### src/frame_uart_pkg.sv
package frame_uart_pkg;

  ////////////////////////////////////////////////////////////////////////////
  // pixel format
  ////////////////////////////////////////////////////////////////////////////

  // rgb332, red in the top bits like the old bram word
  typedef struct packed {
    logic [2:0] red;
    logic [2:0] green;
    logic [1:0] blue;
  } pixel_t;

  ////////////////////////////////////////////////////////////////////////////
  // control encodings
  ////////////////////////////////////////////////////////////////////////////

  // main controller, cut down to capture and transfer
  typedef enum logic [1:0] {
    ST_IDLE = 2'd0,
    ST_SAVE = 2'd1,
    ST_HOLD = 2'd2,
    ST_SEND = 2'd3
  } fsm_state_t;

  // byte order per pixel on the serial line
  // green goes first, red last
  typedef enum logic [1:0] {
    CH_GREEN = 2'd0,
    CH_BLUE  = 2'd1,
    CH_RED   = 2'd2
  } tx_channel_t;

  ////////////////////////////////////////////////////////////////////////////
  // defaults for the top level
  ////////////////////////////////////////////////////////////////////////////

  // pixels per stored frame
  localparam int DEFAULT_FRAME_PIXELS = 16;
  // clocks per uart bit time
  localparam int DEFAULT_CLKS_PER_BIT = 8;

endpackage

### src/capture_fsm.sv
`timescale 1ns/100ps

module capture_fsm (
  input  logic                       clk,
  input  logic                       uart_reset,
  input  logic                       store,
  input  logic                       send,
  input  logic                       frame_full,
  input  logic                       frame_sent,
  output frame_uart_pkg::fsm_state_t state
);

  frame_uart_pkg::fsm_state_t state_next;

  ////////////////////////////////////////////////////////////////////////////
  // next state
  ////////////////////////////////////////////////////////////////////////////

  always_comb begin
    state_next = state;
    case (state)
      frame_uart_pkg::ST_IDLE: begin
        // store switch opens a capture
        if (store) begin
          state_next = frame_uart_pkg::ST_SAVE;
        end
      end
      frame_uart_pkg::ST_SAVE: begin
        // last pixel written
        if (frame_full) begin
          state_next = frame_uart_pkg::ST_HOLD;
        end
      end
      frame_uart_pkg::ST_HOLD: begin
        // frame parked until the pc asks for it
        if (send) begin
          state_next = frame_uart_pkg::ST_SEND;
        end
      end
      frame_uart_pkg::ST_SEND: begin
        // stop bit of the final byte is out
        if (frame_sent) begin
          state_next = frame_uart_pkg::ST_IDLE;
        end
      end
      default: begin
        state_next = frame_uart_pkg::ST_IDLE;
      end
    endcase
  end

  // state register
  always_ff @(posedge clk) begin
    if (uart_reset) begin
      state <= frame_uart_pkg::ST_IDLE;
    end else begin
      state <= state_next;
    end
  end

  // done strobe from the serializer must only show up while sending
  a_sent_only_in_send: assert property (@(posedge clk) disable iff (uart_reset)
    frame_sent |-> state == frame_uart_pkg::ST_SEND);

endmodule

### src/frame_store.sv
`timescale 1ns/100ps

module frame_store #(
  parameter int FRAME_PIXELS = 16
) (
  input  logic                              clk,
  input  logic                              uart_reset,
  input  frame_uart_pkg::fsm_state_t        state,
  input  frame_uart_pkg::pixel_t            pixel_in,
  input  logic                              pixel_valid,
  input  logic [$clog2(FRAME_PIXELS)-1:0]   rd_addr,
  output frame_uart_pkg::pixel_t            rd_pixel,
  output logic                              frame_full
);

  localparam int ADDR_W = $clog2(FRAME_PIXELS);
  // one extra bit so the counter can sit at FRAME_PIXELS
  localparam int CNT_W  = $clog2(FRAME_PIXELS + 1);

  frame_uart_pkg::pixel_t mem [FRAME_PIXELS];

  logic [CNT_W-1:0]  wr_count;
  logic [ADDR_W-1:0] wr_addr;
  logic              wr_en;

  ////////////////////////////////////////////////////////////////////////////
  // write side
  ////////////////////////////////////////////////////////////////////////////

  // strobes outside the save state are dropped
  assign wr_en   = pixel_valid && (state == frame_uart_pkg::ST_SAVE);
  assign wr_addr = wr_count[ADDR_W-1:0];

  // high in the cycle of the last write
  assign frame_full = wr_en && (wr_count == CNT_W'(FRAME_PIXELS - 1));

  // address counter, back to 0 whenever we are not saving
  always_ff @(posedge clk) begin
    if (uart_reset || (state != frame_uart_pkg::ST_SAVE)) begin
      wr_count <= '0;
    end else if (wr_en) begin
      wr_count <= wr_count + 1'b1;
    end
  end

  ////////////////////////////////////////////////////////////////////////////
  // memory array
  ////////////////////////////////////////////////////////////////////////////

  always_ff @(posedge clk) begin
    if (wr_en) begin
      mem[wr_addr] <= pixel_in;
    end
    // read data one clock behind the address
    rd_pixel <= mem[rd_addr];
  end

  // controller has to leave save before another strobe lands
  a_no_write_past_full: assert property (@(posedge clk) disable iff (uart_reset)
    wr_en |-> wr_count < CNT_W'(FRAME_PIXELS));

endmodule

### src/frame_uart_top.sv
`timescale 1ns/100ps

module frame_uart_top #(
  parameter int FRAME_PIXELS = frame_uart_pkg::DEFAULT_FRAME_PIXELS,
  parameter int CLKS_PER_BIT = frame_uart_pkg::DEFAULT_CLKS_PER_BIT
) (
  input  logic                       clk,
  input  logic                       uart_reset,
  input  logic                       store,
  input  logic                       send,
  input  frame_uart_pkg::pixel_t     pixel_in,
  input  logic                       pixel_valid,
  output logic                       txd,
  output frame_uart_pkg::fsm_state_t state
);

  localparam int ADDR_W = $clog2(FRAME_PIXELS);

  // controller events
  logic frame_full;
  logic frame_sent;

  // memory read port
  logic [ADDR_W-1:0]      rd_addr;
  frame_uart_pkg::pixel_t rd_pixel;

  // serializer to transmitter
  logic       tx_start;
  logic [7:0] tx_byte;
  logic       tx_accept;
  logic       tx_busy;

  // transmitter also held clear while idle
  wire tx_clear = uart_reset || (state == frame_uart_pkg::ST_IDLE);

  ////////////////////////////////////////////////////////////////////////////
  // blocks
  ////////////////////////////////////////////////////////////////////////////

  capture_fsm u_fsm (
    .clk        (clk),
    .uart_reset (uart_reset),
    .store      (store),
    .send       (send),
    .frame_full (frame_full),
    .frame_sent (frame_sent),
    .state      (state)
  );

  frame_store #(.FRAME_PIXELS(FRAME_PIXELS)) u_store (
    .clk         (clk),
    .uart_reset  (uart_reset),
    .state       (state),
    .pixel_in    (pixel_in),
    .pixel_valid (pixel_valid),
    .rd_addr     (rd_addr),
    .rd_pixel    (rd_pixel),
    .frame_full  (frame_full)
  );

  pixel_serializer #(.FRAME_PIXELS(FRAME_PIXELS)) u_ser (
    .clk        (clk),
    .uart_reset (uart_reset),
    .state      (state),
    .rd_pixel   (rd_pixel),
    .tx_accept  (tx_accept),
    .tx_busy    (tx_busy),
    .rd_addr    (rd_addr),
    .tx_start   (tx_start),
    .tx_byte    (tx_byte),
    .frame_sent (frame_sent)
  );

  uart_tx #(.CLKS_PER_BIT(CLKS_PER_BIT)) u_tx (
    .clk        (clk),
    .uart_reset (tx_clear),
    .tx_start   (tx_start),
    .tx_byte    (tx_byte),
    .txd        (txd),
    .tx_busy    (tx_busy),
    .tx_accept  (tx_accept)
  );

endmodule

### src/pixel_serializer.sv
`timescale 1ns/100ps

module pixel_serializer #(
  parameter int FRAME_PIXELS = 16
) (
  input  logic                              clk,
  input  logic                              uart_reset,
  input  frame_uart_pkg::fsm_state_t        state,
  input  frame_uart_pkg::pixel_t            rd_pixel,
  input  logic                              tx_accept,
  input  logic                              tx_busy,
  output logic [$clog2(FRAME_PIXELS)-1:0]   rd_addr,
  output logic                              tx_start,
  output logic [7:0]                        tx_byte,
  output logic                              frame_sent
);

  localparam int ADDR_W = $clog2(FRAME_PIXELS);
  localparam int CNT_W  = $clog2(FRAME_PIXELS + 1);

  frame_uart_pkg::tx_channel_t channel;

  logic [CNT_W-1:0] pix_count;
  logic             rd_ready;
  logic             all_sent;
  logic             busy_q;
  logic             sending;

  assign sending  = (state == frame_uart_pkg::ST_SEND);
  assign all_sent = (pix_count == CNT_W'(FRAME_PIXELS));

  // park on 0 once the count runs past the array
  assign rd_addr = all_sent ? '0 : pix_count[ADDR_W-1:0];

  ////////////////////////////////////////////////////////////////////////////
  // channel and pixel sequencing
  ////////////////////////////////////////////////////////////////////////////

  always_ff @(posedge clk) begin
    if (uart_reset || !sending) begin
      channel   <= frame_uart_pkg::CH_GREEN;
      pix_count <= '0;
      rd_ready  <= 1'b0;
    end else if (tx_accept) begin
      case (channel)
        frame_uart_pkg::CH_GREEN: channel <= frame_uart_pkg::CH_BLUE;
        frame_uart_pkg::CH_BLUE:  channel <= frame_uart_pkg::CH_RED;
        default: begin
          // red done, step to the next pixel
          channel   <= frame_uart_pkg::CH_GREEN;
          pix_count <= pix_count + 1'b1;
          // new address, memory output is stale for a clock
          rd_ready  <= 1'b0;
        end
      endcase
    end else begin
      rd_ready <= 1'b1;
    end
  end

  // held until the transmitter takes it
  assign tx_start = sending && rd_ready && !all_sent;

  // channel left-aligned, low bits zero
  always_comb begin
    case (channel)
      frame_uart_pkg::CH_GREEN: tx_byte = {rd_pixel.green, 5'd0};
      frame_uart_pkg::CH_BLUE:  tx_byte = {rd_pixel.blue, 6'd0};
      frame_uart_pkg::CH_RED:   tx_byte = {rd_pixel.red, 5'd0};
      default:                  tx_byte = 8'd0;
    endcase
  end

  ////////////////////////////////////////////////////////////////////////////
  // end of frame
  ////////////////////////////////////////////////////////////////////////////

  always_ff @(posedge clk) begin
    if (uart_reset) begin
      busy_q <= 1'b0;
    end else begin
      busy_q <= tx_busy;
    end
  end

  // falling busy after the last accept means the last stop bit is out
  assign frame_sent = sending && all_sent && busy_q && !tx_busy;

  a_channel_legal: assert property (@(posedge clk) disable iff (uart_reset)
    channel inside {frame_uart_pkg::CH_GREEN, frame_uart_pkg::CH_BLUE,
                    frame_uart_pkg::CH_RED});

endmodule

### src/uart_tx.sv
`timescale 1ns/100ps

module uart_tx #(
  parameter int CLKS_PER_BIT = 8
) (
  input  logic       clk,
  input  logic       uart_reset,
  input  logic       tx_start,
  input  logic [7:0] tx_byte,
  output logic       txd,
  output logic       tx_busy,
  output logic       tx_accept
);

  localparam int BAUD_W = $clog2(CLKS_PER_BIT);

  logic [BAUD_W-1:0] baud_count;
  logic [3:0]        bit_index;
  // stop, data, start; bit 0 is on the line
  logic [9:0]        shift_q;
  logic              bit_end;

  ////////////////////////////////////////////////////////////////////////////
  // handshake and line
  ////////////////////////////////////////////////////////////////////////////

  // byte taken only while idle
  assign tx_accept = tx_start && !tx_busy;

  // last clock of the current bit time
  assign bit_end = (baud_count == BAUD_W'(CLKS_PER_BIT - 1));

  // ones shift in behind the frame so the line rests high
  assign txd = shift_q[0];

  ////////////////////////////////////////////////////////////////////////////
  // 8n1 frame engine
  ////////////////////////////////////////////////////////////////////////////

  always_ff @(posedge clk) begin
    if (uart_reset) begin
      shift_q    <= '1;
      tx_busy    <= 1'b0;
      baud_count <= '0;
      bit_index  <= '0;
    end else if (tx_accept) begin
      // load start bit low, lsb first, stop bit high
      shift_q    <= {1'b1, tx_byte, 1'b0};
      tx_busy    <= 1'b1;
      baud_count <= '0;
      bit_index  <= '0;
    end else if (tx_busy) begin
      if (bit_end) begin
        baud_count <= '0;
        shift_q    <= {1'b1, shift_q[9:1]};
        // index 9 is the stop bit
        if (bit_index == 4'd9) begin
          tx_busy <= 1'b0;
        end else begin
          bit_index <= bit_index + 1'b1;
        end
      end else begin
        baud_count <= baud_count + 1'b1;
      end
    end
  end

  // idle line must be a mark
  a_idle_high: assert property (@(posedge clk) disable iff (uart_reset)
    !tx_busy |-> txd);

endmodule
### config.mk
export PLATFORM = sky130hd
export DESIGN_NAME = frame_uart_top
export DESIGN_NICKNAME = d
export VERILOG_FILES = /design/src/frame_uart_pkg.sv /design/src/capture_fsm.sv /design/src/frame_store.sv /design/src/frame_uart_top.sv /design/src/pixel_serializer.sv /design/src/uart_tx.sv
export SDC_FILE = /design/constraint.sdc
export NUM_CORES = 1
export LEC_CHECK = 0
export BUFFER_PORTS_ARGS = -buffer_cell sky130_fd_sc_hd__buf_2
export CORE_MARGIN = 5
export CORE_UTILIZATION = 45
export DETAILED_ROUTE_END_ITERATION = 16
export PLACE_DENSITY_LB_ADDON = 0.08
export SLEW_MARGIN = 25
export SYNTH_ARGS = -nofsm -noshare
export SYNTH_HDL_FRONTEND = slang
export SYNTH_SLANG_ARGS = --single-unit
### constraint.sdc
create_clock -name clk -period 3.15 [get_ports clk]
set_input_delay 0.63 -clock clk [delete_from_list [all_inputs] [get_ports clk]]
set_output_delay 0.63 -clock clk [all_outputs]
set_load 0.02 [all_outputs]
==> results_dict.tcl <==
set metrics [dict create \
    final_cells 733 \
    maxCapViolations 0 \
    cp_data_arrival_time_ps 2590 \
    cts_made_buffers 17 \
    root_buffer "clkbuf_16" \
    grt_pass1_vias 4087 \
    dpl.hpwl_um 10320 \
    synth_cells 516 \
    r2r_end "u_store.rd_pixel[0]" \
    clockPowerShare 0.429 \
    first_pass_iters 5 \
    setup.worst_path.start "u_ser.pix_count[1]" \
    yosysSeqAreaShare 0.6669 \
    gr-total-overflow 0 \
    setup_tns_ps 0 \
    status "completed" \
    grt_usage 0.1763 \
    core.rowCount 45 \
    regArea_mm2 0.004666 \
    layout.nets 560 \
    yosysUniqueCellTypes 48 \
    final_cell_mix "128 x edfxtp_1, 40 x dfxtp_1, 39 x a21oi_1, 34 x nor2_1, 32 x mux2i_1" \
    clk_pin_slew_ps 70 \
    grt_pass1_wl_um 23760 \
    finalPower_w 0.004800 \
    holdBufCountCts 0 \
    synth-xor-area-share 0.01127 \
    synthArstFlopShare 0 \
    synthAdderAreaFrac 0.02683 \
    ys_warn_count 0 \
    r2r_cells 7 \
    critPathMaxFanout 24 \
    grt_setup_unrepaired "false" \
    synth-edff-count 128 \
    p_switching_w 0.001081 \
    routed_wl_um 15110 \
    seq_power_share 0.515 \
    finalMaxSlewViolations 0 \
    synthSimpleGateAreaFrac 0.1018 \
    die_area_mm2 0.01814 \
    irDropWorstVdd_uv 466.1 \
    setup_viol 0 \
    worst-slew-pin-transition_ps 774.1 \
    end_kind "flop" \
    synth-main-ff-cell "edfxtp_1" \
    vias 4120 \
    port_buffers 15 \
    fin_util 0.5134 \
    htreeDepth 4 \
    critPathLaunchType "flop" \
    hold_viol 0 \
    synth_area_per_cell_um2 13.55 \
    synth_top_family_by_area "simple AND/OR/NAND/NOR gates" \
    hold_class "input pin to flop" \
    io_pins 16 \
    gp_congestion 0.7817 \
    clock_sinks 169 \
    avgViaCountPerCell 5.621 \
    final_common_cell "edfxtp_1" \
    fin_hold_ws_ps 459.0 \
    fp.dieH_um 134.7 \
    p_per_area_mw_per_mm2 615.0 \
    post_cts_buffers 0 \
    nFillCells 1303 \
    drt_iter0_drc 393 \
    synth_nets 544 \
    r2r_slack_ps 880 \
    area_delta_synth_final_pct 11.59 \
    synth_mux_area_frac 0.05868 \
    swShare 0.2253 \
    reg2reg_from "u_ser.pix_count[1]" \
    fp.dieW_um 134.7 \
    clk-insertion-delay-late_ps 420 \
    period_share 0.7209 \
    synth_compound_area_frac 0.09571 \
    cts_tree "yes" \
    multi_input_area_mm2 0.002064 \
    placedCellCount 701 \
    comb_power_share 0.056 \
    diodes 0 \
    drive_gt1_frac 0.1358 \
    route.detailed.drc 0 \
    p_leak_nw 2.548 \
    required_ps 3470 \
    initial_core_util 0.4601 \
    crit_type "flop to flop" \
    antenna_left 0 \
    p_int_w 0.003719 \
    netlist_area_mm2 0.006994 \
    clock_path_buffers 2 \
    cts-resized-gates 0 \
    min_period_ps 2271 \
    skew_ps 8.737 \
    wl_per_cell_um 20.62 \
    grt_max_degree 28 \
    crit_end "u_store.rd_pixel[0]" \
    yosys_register_bits 169 \
    max_freq_ghz 0.4404 \
    max-slew-margin-rel 0.4820 \
    core_mm2 0.01520 \
    antenna_found_initial 0 \
]
==> final cells by class <==
| cell class | count | area share |
|---|---|---|
| Sequential cell | 169 | 0.5978 |
| Multi-Input combinational cell | 292 | 0.2645 |
| Clock buffer | 18 | 0.05499 |
| Tap cell | 188 | 0.03014 |
| Clock inverter | 14 | 0.02036 |
| Timing Repair Buffer | 25 | 0.01924 |
| Inverter | 27 | 0.01298 |
==> power by group through the flow <==
stage | Combinational [W] | Sequential (W) | Clock, W
6_report | 0.000269 | 0.00247 | 0.00206
5_1_grt | 0.000301 | 0.00248 | 0.00220
4_1_cts | 0.000274 | 0.00247 | 0.00210
3_5_place_dp | 0.000273 | 0.00252 | 0
3_3_place_gp | 0.000267 | 0.00252 | 0
2_1_floorplan | 0.000155 | 0.00253 | 0
==> routing by layer <==
metal	share of wire	track usage	routed length (um)
met1	0.46	0.2408	6961
met2	0.48	0.2771	7207
met3	0.044	0.04545	667
met4	0.018	0.05600	278
met5	0	0	0
==> worst min-delay path by stage <==
stage                                from              end  slack, ps  depth (start not counted)
after floorplan           u_tx.shift_q[7]  u_tx.shift_q[6]        440                          2
after global placement    u_tx.shift_q[1]  u_tx.shift_q[0]        460                          2
after detailed placement  u_tx.shift_q[4]  u_tx.shift_q[3]        450                          2
after CTS                      uart_reset     u_ser.busy_q        450                          2
after global routing           uart_reset     u_ser.busy_q        450                          2
final                          uart_reset     u_ser.busy_q        460                          2
==> logic make-up (layout without fill, tap and decap cells) <==
family          after synthesis  in the layout
flops                       169            169
xor+xnor                      9              9
mux                          40             40
fa+ha+maj                    15             15
buf+inv                      55             84
compound gates              100            100
simple gates                128            128
==> Yosys cell counts, types with 10 or more instances <==
cell	n	share of area
edfxtp_1	128	0.55
ha_1	15	0.027
o221ai_1	24	0.030
inv_1	26	0.014
mux2i_1	32	0.046
dfxtp_1	41	0.12
nand3_1	20	0.014
nand2_1	19	0.010
nor2_1	34	0.018
buf_2	10	0.0072
o21ai_0	10	0.0072
nand2b_1	18	0.016
a21oi_1	39	0.028
==> flip-flops by register name, indices dropped and copies added (netlist names) <==
name              flops
u_store.rd_pixel      8
u_store.mem         128
u_tx.baud_count       3
u_ser.pix_count       5
u_tx.tx_busy          1
u_ser.busy_q          1
u_ser.channel         2
u_store.wr_count      5
u_tx.shift_q          9
u_tx.bit_index        4
u_ser.rd_ready        1
u_fsm.state           2
==> stage by stage <==
step                area, um^2  setup WS (ps)
floorplan                 6994           1037
global placement          7217          929.8
detailed placement        7217          882.7
CTS                       7805          866.6
global route              7805          663.2
finish                    7805          879.3
==> critical path: stages, from the launching register on <==
cell and delay, ps:
dfxtp_1 300, buf_4 190, inv_2 200, ha_1 240
nand4bb_4 360, nand2_4 390, o221ai_1 250, and4_1 230
No activity file was read; power rests on OpenSTA's default activity.
